### config.mk
export PLATFORM = sky130hd
export DESIGN_NAME = activation_top
export DESIGN_NICKNAME = d
export VERILOG_FILES = /design/src/act_pkg.sv /design/src/act_strobe_skew.sv /design/src/act_lane.sv /design/src/act_batch_tracker.sv /design/src/activation_top.sv
export VERILOG_INCLUDE_DIRS = /design/src
export SDC_FILE = /design/constraint.sdc
export NUM_CORES = 1
export LEC_CHECK = 0
export BUFFER_PORTS_ARGS = -buffer_cell sky130_fd_sc_hd__buf_4
export CAP_MARGIN = 20
export CORE_UTILIZATION = 40
export DETAILED_ROUTE_END_ITERATION = 16
export PLACE_DENSITY_LB_ADDON = 0.1
export SLEW_MARGIN = 20
export SYNTH_ARGS = -nofsm -noshare
export SYNTH_HDL_FRONTEND = slang
export SYNTH_SLANG_ARGS = --single-unit
### constraint.sdc
create_clock -name clk -period 5.2 [get_ports clk]
set_clock_uncertainty 0.05 [all_clocks]
set_input_delay 0.52 -clock clk [delete_from_list [all_inputs] [get_ports clk]]
set_output_delay 0.52 -clock clk [all_outputs]
set_load 0.01 [all_outputs]
### src/act_cfg.svh
`ifndef ACT_CFG_SVH
`define ACT_CFG_SVH

// Width of one result word from the systolic array
`define ACT_DWIDTH 8

// Columns of the array, one activation lane per column
`define ACT_LANES 8

// One mask bit per lane
`define ACT_MASK_WIDTH `ACT_LANES

// Rows in one matrix before done is raised
`define ACT_ROWS 8

`endif

### src/act_pkg.sv
`include "act_cfg.svh"

package act_pkg;

  // Selected by activation_type
  typedef enum logic {
    ACT_RELU = 1'b0,
    ACT_TANH = 1'b1
  } act_func_e;

  typedef logic signed [`ACT_DWIDTH-1:0] act_data_t;

  typedef struct packed {
    act_func_e func;
    logic      enable;
  } act_ctrl_t;

  // Lane 0 sits in the low word
  typedef struct packed {
    act_data_t [`ACT_LANES-1:0] word;
  } act_row_t;

endpackage

### src/act_strobe_skew.sv
`timescale 1ns/1ps

`include "act_cfg.svh"

module act_strobe_skew import act_pkg::*; (
  input  logic                  clk,
  input  logic                  reset,
  input  logic                  activation_type,
  input  logic                  enable_activation,
  input  logic                  in_data_available,
  output act_ctrl_t             ctrl,
  output logic [`ACT_LANES-1:0] lane_strobe
);

  // Delayed copies of the row strobe for lanes 1 and up
  logic [`ACT_LANES-1:1] skew_q;

  always_comb begin
    ctrl.func   = act_func_e'(activation_type);
    ctrl.enable = enable_activation;
  end

  // Lane i sees its word i cycles after the row strobe
  always_ff @(posedge clk) begin
    if (reset) begin
      skew_q <= '0;
    end else begin
      skew_q[1] <= in_data_available;
      for (int i = 2; i < `ACT_LANES; i++) begin
        skew_q[i] <= skew_q[i-1];
      end
    end
  end

  assign lane_strobe = {skew_q, in_data_available};

endmodule

### src/act_lane.sv
`timescale 1ns/1ps

`include "act_cfg.svh"

module act_lane import act_pkg::*; (
  input  logic      clk,
  input  logic      reset,
  input  act_ctrl_t ctrl,
  input  logic      in_strobe,
  input  act_data_t inp_data,
  input  logic      mask,
  output act_data_t out_data,
  output logic      out_strobe
);

  localparam int PW = 2 * `ACT_DWIDTH;

  act_data_t            seg_slope;
  act_data_t            seg_intercept;
  logic                 is_tanh;
  logic                 load_result;

  logic                 s1_q;
  logic                 s2_q;
  logic                 s3_q;

  act_data_t            relu_q;
  logic signed [PW-1:0] product_q;
  act_data_t            intercept_q;
  logic signed [PW-1:0] sum_q;
  act_data_t            result_q;

  assign is_tanh = (ctrl.func == ACT_TANH);

  // Piecewise-linear tanh, y = slope * x + intercept
  always_comb begin
    if (inp_data >= 90) begin
      seg_slope     = act_data_t'(0);
      seg_intercept = act_data_t'(127);
    end else if (inp_data >= 39) begin
      seg_slope     = act_data_t'(0);
      seg_intercept = act_data_t'(99);
    end else if (inp_data >= 28) begin
      seg_slope     = act_data_t'(2);
      seg_intercept = act_data_t'(46);
    end else if (inp_data >= 16) begin
      seg_slope     = act_data_t'(3);
      seg_intercept = act_data_t'(18);
    end else if (inp_data >= 1) begin
      seg_slope     = act_data_t'(4);
      seg_intercept = act_data_t'(0);
    end else if (inp_data == 0) begin
      seg_slope     = act_data_t'(0);
      seg_intercept = act_data_t'(0);
    end else if (inp_data >= -15) begin
      seg_slope     = act_data_t'(4);
      seg_intercept = act_data_t'(0);
    end else if (inp_data >= -27) begin
      seg_slope     = act_data_t'(3);
      seg_intercept = act_data_t'(-18);
    end else if (inp_data >= -38) begin
      seg_slope     = act_data_t'(2);
      seg_intercept = act_data_t'(-46);
    end else if (inp_data >= -89) begin
      seg_slope     = act_data_t'(0);
      seg_intercept = act_data_t'(-99);
    end else begin
      seg_slope     = act_data_t'(0);
      seg_intercept = act_data_t'(-127);
    end
  end

  always_ff @(posedge clk) begin
    if (reset) begin
      s1_q <= 1'b0;
      s2_q <= 1'b0;
      s3_q <= 1'b0;
    end else begin
      s1_q <= in_strobe & ctrl.enable;
      s2_q <= s1_q;
      s3_q <= s2_q;
    end
  end

  // ReLU is ready after stage 1, tanh needs the extra add stage
  assign load_result = is_tanh ? s2_q : s1_q;

  always_ff @(posedge clk) begin
    if (in_strobe) begin
      relu_q      <= inp_data[`ACT_DWIDTH-1] ? '0 : inp_data;
      product_q   <= seg_slope * inp_data;
      intercept_q <= seg_intercept;
    end
    if (s1_q) begin
      sum_q <= product_q + intercept_q;
    end
    if (load_result) begin
      if (!mask) begin
        result_q <= '0;
      end else if (is_tanh) begin
        result_q <= sum_q[`ACT_DWIDTH-1:0];
      end else begin
        result_q <= relu_q;
      end
    end
  end

  // Disabled lanes forward the array output untouched
  assign out_data   = ctrl.enable ? result_q : inp_data;
  assign out_strobe = ctrl.enable ? (is_tanh ? s3_q : s2_q) : in_strobe;

endmodule

### src/act_batch_tracker.sv
`timescale 1ns/1ps

`include "act_cfg.svh"

module act_batch_tracker (
  input  logic clk,
  input  logic reset,
  input  logic last_lane_strobe,
  output logic done_activation
);

  localparam int CNT_W = (`ACT_ROWS > 1) ? $clog2(`ACT_ROWS) : 1;

  // Rows already delivered by the last lane in this batch
  logic [CNT_W-1:0] row_cnt;
  logic             batch_end;

  assign batch_end = last_lane_strobe && (row_cnt == CNT_W'(`ACT_ROWS - 1));

  always_ff @(posedge clk) begin
    if (reset) begin
      row_cnt         <= '0;
      done_activation <= 1'b0;
    end else begin
      done_activation <= batch_end;
      if (batch_end) begin
        row_cnt <= '0;
      end else if (last_lane_strobe) begin
        row_cnt <= row_cnt + 1'b1;
      end
    end
  end

endmodule

### src/activation_top.sv
`timescale 1ns/1ps

`include "act_cfg.svh"

module activation_top import act_pkg::*; (
  input  logic                       clk,
  input  logic                       reset,
  input  logic                       activation_type,
  input  logic                       enable_activation,
  input  logic                       in_data_available,
  input  act_row_t                   inp_row,
  input  logic [`ACT_MASK_WIDTH-1:0] validity_mask,
  output act_row_t                   out_row,
  output logic                       out_data_available,
  output logic                       done_activation
);

  act_ctrl_t                  ctrl;
  logic [`ACT_LANES-1:0]      lane_strobe;
  wire  [`ACT_LANES-1:0]      out_strobe;
  wire  act_data_t [`ACT_LANES-1:0] lane_data;

  act_strobe_skew act_strobe_skew_inst (
    .clk               (clk),
    .reset             (reset),
    .activation_type   (activation_type),
    .enable_activation (enable_activation),
    .in_data_available (in_data_available),
    .ctrl              (ctrl),
    .lane_strobe       (lane_strobe)
  );

  for (genvar i = 0; i < `ACT_LANES; i++) begin : g_lane
    act_lane act_lane_inst (
      .clk        (clk),
      .reset      (reset),
      .ctrl       (ctrl),
      .in_strobe  (lane_strobe[i]),
      .inp_data   (inp_row.word[i]),
      .mask       (validity_mask[i]),
      .out_data   (lane_data[i]),
      .out_strobe (out_strobe[i])
    );
  end

  assign out_row.word       = lane_data;
  assign out_data_available = out_strobe[0];

  // A batch ends when the last column has delivered its final row
  act_batch_tracker act_batch_tracker_inst (
    .clk              (clk),
    .reset            (reset),
    .last_lane_strobe (out_strobe[`ACT_LANES-1]),
    .done_activation  (done_activation)
  );

endmodule

==> out/qor.csv <==
metric;value;unit
grt_setup_unrepaired;false;
synthesis.area;21200;um2
h-tree-depth;2;
relSlewSlack;26.4;%
setup_viol;0;
worst-r2r-setup-slack;3040;ps
yosysUniqueCellTypes;82;
irDropWorstVdd;189;uV
cts_post_setup_buffers_inserted;0;
clockRootBuffer;sky130_fd_sc_hd__clkbuf_16;
reg2regPathDepth;8;
finish.utilization;46.0;%
cp-start-kind;primary input;
die-width;232;um
finalSetupTns;0;ps
drive_above_1_share;15.5;%
antennaDiodeCount;0;
routed-via-count;13700;
synth-seq-cells;333;
dominant_combinational_cell_family_by_area_after_synthesis;adder cells;
routed_wire_length_per_instance;17.0;um
vias_in_the_first_global_route;13800;
power_report.internal_total;5.08;mW
yosysWarningCount;0;
finalNetCount;2295;
fmaxAchievable;0.243;GHz
antenna_found_initial;0;
critical_path_required;5440;ps
powerDensity;278;nW/um2
maximum_fanout_encountered_on_the_critical_timing_path;11;
tritoncts;yes;
fp-row-count;84;
yosys.area_share.adder;16.5;%
p_sw_share;24.3;%
number_of_enable_flip_flop_cells_after_synthesis;304;
gp_routability_congestion;0.870;
power_frac_seq;45.3;%
first_pass_iters;5;
synth-xor-area-share;3.90;%
share_comb_of_total_power;13.6;%
final_design_instance_area_without_fill;24100;um2
critical_path.endpoint_type;flip-flop;
detailed_place_hpwl;33500;um
placed_area;22800;um2
detail_route.vias_per_cell;5.09;
synth_largest_area_cell;sky130_fd_sc_hd__edfxtp_1;
clock_latency;550;ps
timing.rr.end;g_lane[4].act_lane_inst.sum_q[6];
grt_max_degree;64;
synthesis.area_per_instance;11.4;um2
port-buffer-count;142;
synth-seq-area-share;45.8;%
die-area;53900;um2
pin_count;143;
syn_inst;1858;
timing.hold.worst.class;in -> reg;
drt_drc_violations_left;0;
critical_path.reg2reg.startpoint;g_lane[4].act_lane_inst.intercept_q[0];
grt_first_pass_wirelength;73500;um
flow.area_growth_from_synthesis;13.8;%
deepest_clock_path_buffer_count;3;
static-leakage-power;10.1;nW
timing.max_cap.violations;0;
finalCriticalPeriod;4110;ps
whs_endpoint;g_lane[0].act_lane_inst.result_q[0];
arrival;4350;ps
synth_compound_area_share;8.99;%
netlist.area_leader.share;43.1;%
worst-setup-path-type;in -> reg;
cts.sink_count;333;
hold_viol_final;0;
timing.final.max_slew_violations;0;
synth.area.mux_share;6.49;%
die_height;232;um
synthesized_netlist_net_count;2185;
clockPowerShare;41.1;%
initialDrtViolationCount;681;
number_of_cells_traversed_by_the_worst_hold_path;2;
initial_core_util;40.4;%
hold_buffers;0;
status;completed;
min-delay-start;validity_mask[0];
worstMarginPinSlew;1100;ps
netlist_top_cells_area;sky130_fd_sc_hd__edfxtp_1 (43%), sky130_fd_sc_hd__ha_1 (12%), sky130_fd_sc_hd__fa_1 (4.5%);
predominant_post_synthesis_flop_cell;sky130_fd_sc_hd__edfxtp_1;
clock_slew_seen_by_the_registers_of_the_worst_setup_and_hold_paths;60;ps
ctsResizeCount;0;
grt-ovfl-total;0;
fin_hold_ws;271;ps
core_area;52400;um2
route.final.wire_length;45600;um
fraction_of_registers_with_async_set_or_reset_after_synthesis;0;%
grt_usage;17.2;%
min_period_over_period;79.1;%
detail-route-antenna-nets;0;
synth-simple-area-share;13.6;%
tritoncts_buffers;39;
net-switching-power;1.63;mW
-- final cells by class --
type	count	area, um2
Fill cell	4829	28300
Multi-Input combinational cell	1271	10500
Sequential cell	333	9710
Timing Repair Buffer	148	1110
Clock buffer	52	1090
Tap cell	688	861
Inverter	175	657
Clock inverter	18	206
-- worst max path at each step --
stage | startpoint | end | slack [ps] | cells after the start
6_report | inp_row[51] | g_lane[6].act_lane_inst.product_q[7] | 1090 | 17
2_1_floorplan | inp_row[40] | g_lane[5].act_lane_inst.product_q[7] | 860 | 18
3_3_place_gp | inp_row[41] | g_lane[5].act_lane_inst.product_q[7] | 650 | 18
3_5_place_dp | inp_row[51] | g_lane[6].act_lane_inst.product_q[7] | 540 | 17
4_1_cts | inp_row[51] | g_lane[6].act_lane_inst.product_q[7] | 1120 | 17
5_1_grt | inp_row[51] | g_lane[6].act_lane_inst.product_q[7] | 830 | 17
-- cells by family after synthesis --
family	after synthesis
and+or+nand+nor	534
buffers and inverters	254
DFF	333
AOI/OAI and AO/OA	265
adders and majority gates	250
xor gates and xnor gates	92
muxes	130
-- power groups by stage --
stage / logic, mW / registers [mW] / clock network, mW
final: 0.915 / 3.04 / 2.76
after global routing: 1.04 / 3.05 / 2.95
after CTS: 0.933 / 3.05 / 2.85
after detailed placement: 0.922 / 3.10 / 0
after global placement: 0.916 / 3.10 / 0
after floorplan: 0.630 / 3.09 / 0
-- metal layers --
metal,routed length [um],up-vias,track usage [%]
li1,-,6778,-
met1,21500,6565,23.4
met2,21600,257,28.6
met3,1750,58,2.63
met4,778,0,4.19
met5,0,-,0
-- cells in the final DEF, fill, tap and decap left out, types with 5 or more instances in the layout --
| cell | Yosys | layout |
|---|---|---|
| sky130_fd_sc_hd__a211oi_1 | 7 | 7 |
| sky130_fd_sc_hd__a21boi_0 | 11 | 11 |
| sky130_fd_sc_hd__a21o_1 | 13 | 13 |
| sky130_fd_sc_hd__a21oi_1 | 49 | 49 |
| sky130_fd_sc_hd__a311o_1 | 6 | 6 |
| sky130_fd_sc_hd__a311oi_1 | 9 | 9 |
| sky130_fd_sc_hd__and2_1 | 94 | 94 |
| sky130_fd_sc_hd__and3_1 | 11 | 11 |
| sky130_fd_sc_hd__buf_4 | 1 | 148 |
| sky130_fd_sc_hd__clkbuf_1 | 52 | 9 |
| sky130_fd_sc_hd__clkbuf_16 | 0 | 41 |
| sky130_fd_sc_hd__clkinv_2 | 0 | 9 |
| sky130_fd_sc_hd__dfxtp_1 | 29 | 27 |
| sky130_fd_sc_hd__edfxtp_1 | 304 | 304 |
| sky130_fd_sc_hd__fa_1 | 48 | 48 |
| sky130_fd_sc_hd__ha_1 | 202 | 202 |
| sky130_fd_sc_hd__inv_1 | 172 | 172 |
| sky130_fd_sc_hd__mux2_2 | 60 | 60 |
| sky130_fd_sc_hd__mux2i_1 | 70 | 70 |
| sky130_fd_sc_hd__nand2_1 | 76 | 76 |
| sky130_fd_sc_hd__nand2b_1 | 9 | 9 |
| sky130_fd_sc_hd__nand3_1 | 28 | 28 |
| sky130_fd_sc_hd__nor2_1 | 108 | 108 |
| sky130_fd_sc_hd__nor2b_1 | 151 | 151 |
| sky130_fd_sc_hd__nor3_1 | 11 | 11 |
| sky130_fd_sc_hd__nor3b_1 | 5 | 5 |
| sky130_fd_sc_hd__o211ai_1 | 14 | 14 |
| sky130_fd_sc_hd__o21a_1 | 14 | 14 |
| sky130_fd_sc_hd__o21ai_0 | 41 | 41 |
| sky130_fd_sc_hd__o21ai_1 | 18 | 18 |
| sky130_fd_sc_hd__o21bai_1 | 6 | 6 |
| sky130_fd_sc_hd__o22ai_1 | 10 | 10 |
| sky130_fd_sc_hd__o31a_1 | 7 | 7 |
| sky130_fd_sc_hd__o41ai_1 | 8 | 8 |
| sky130_fd_sc_hd__or2_2 | 5 | 5 |
| sky130_fd_sc_hd__or4_1 | 10 | 10 |
| sky130_fd_sc_hd__xnor2_1 | 78 | 78 |
| sky130_fd_sc_hd__xor2_1 | 12 | 12 |
-- synth_stat cells, types with 5 or more instances --
cell type,number
sky130_fd_sc_hd__mux2i_1,70
sky130_fd_sc_hd__nor3b_1,5
sky130_fd_sc_hd__xor2_1,12
sky130_fd_sc_hd__a21boi_0,11
sky130_fd_sc_hd__edfxtp_1,304
sky130_fd_sc_hd__nor2_1,108
sky130_fd_sc_hd__mux2_2,60
sky130_fd_sc_hd__o211ai_1,14
sky130_fd_sc_hd__buf_2,18
sky130_fd_sc_hd__nor2b_1,151
sky130_fd_sc_hd__o21ai_0,41
sky130_fd_sc_hd__nand3_1,28
sky130_fd_sc_hd__nand2b_1,9
sky130_fd_sc_hd__o21bai_1,6
sky130_fd_sc_hd__a21o_1,13
sky130_fd_sc_hd__a311oi_1,9
sky130_fd_sc_hd__o21ai_1,18
sky130_fd_sc_hd__o41ai_1,8
sky130_fd_sc_hd__xnor2_1,78
sky130_fd_sc_hd__nor3_1,11
sky130_fd_sc_hd__nand2_1,76
sky130_fd_sc_hd__clkbuf_1,52
sky130_fd_sc_hd__fa_1,48
sky130_fd_sc_hd__or2_2,5
sky130_fd_sc_hd__ha_1,202
sky130_fd_sc_hd__and2_1,94
sky130_fd_sc_hd__buf_1,5
sky130_fd_sc_hd__a211oi_1,7
sky130_fd_sc_hd__o31a_1,7
sky130_fd_sc_hd__a21oi_1,49
sky130_fd_sc_hd__and3_1,11
sky130_fd_sc_hd__inv_1,172
sky130_fd_sc_hd__a311o_1,6
sky130_fd_sc_hd__o22ai_1,10
sky130_fd_sc_hd__dfxtp_1,29
sky130_fd_sc_hd__o21a_1,14
sky130_fd_sc_hd__or4_1,10
-- registers in the layout, summed over array words and instances, names as in the netlist --
| register | flops |
|---|---|
| act_batch_tracker_inst.done_activation | 1 |
| act_batch_tracker_inst.row_cnt | 3 |
| act_strobe_skew_inst.skew_q | 7 |
| g_lane.act_lane_inst.intercept_q | 56 |
| g_lane.act_lane_inst.product_q | 64 |
| g_lane.act_lane_inst.relu_q | 56 |
| g_lane.act_lane_inst.result_q | 64 |
| g_lane.act_lane_inst.s1_q | 8 |
| g_lane.act_lane_inst.s2_q | 8 |
| g_lane.act_lane_inst.s3_q | 2 |
| g_lane.act_lane_inst.sum_q | 64 |
-- stage by stage --
stage | std cells | worst slack [ps] | total power, mW
floorplan | 1858 | 863 | 3.72
global placement | 2615 | 651 | 4.02
detailed placement | 2615 | 537 | 4.02
CTS | 2685 | 1120 | 6.83
global route | 2685 | 826 | 7.04
finish | 2685 | 1090 | 6.72
-- critical path: stages --
cell,delay (ps)
sky130_fd_sc_hd__buf_4,160
sky130_fd_sc_hd__o41ai_2,560
sky130_fd_sc_hd__and2_1,230
sky130_fd_sc_hd__o211ai_1,190
sky130_fd_sc_hd__o31ai_2,170
sky130_fd_sc_hd__nand2_1,130
sky130_fd_sc_hd__fa_1,510
sky130_fd_sc_hd__inv_1,50
sky130_fd_sc_hd__ha_1,260
sky130_fd_sc_hd__inv_1,50
sky130_fd_sc_hd__fa_1,520
sky130_fd_sc_hd__inv_1,40
sky130_fd_sc_hd__ha_1,200
sky130_fd_sc_hd__a21o_1,170
sky130_fd_sc_hd__a21oi_1,180
sky130_fd_sc_hd__xnor3_1,260
sky130_fd_sc_hd__xnor2_1,130
No activity file was read; power rests on OpenSTA's default activity.
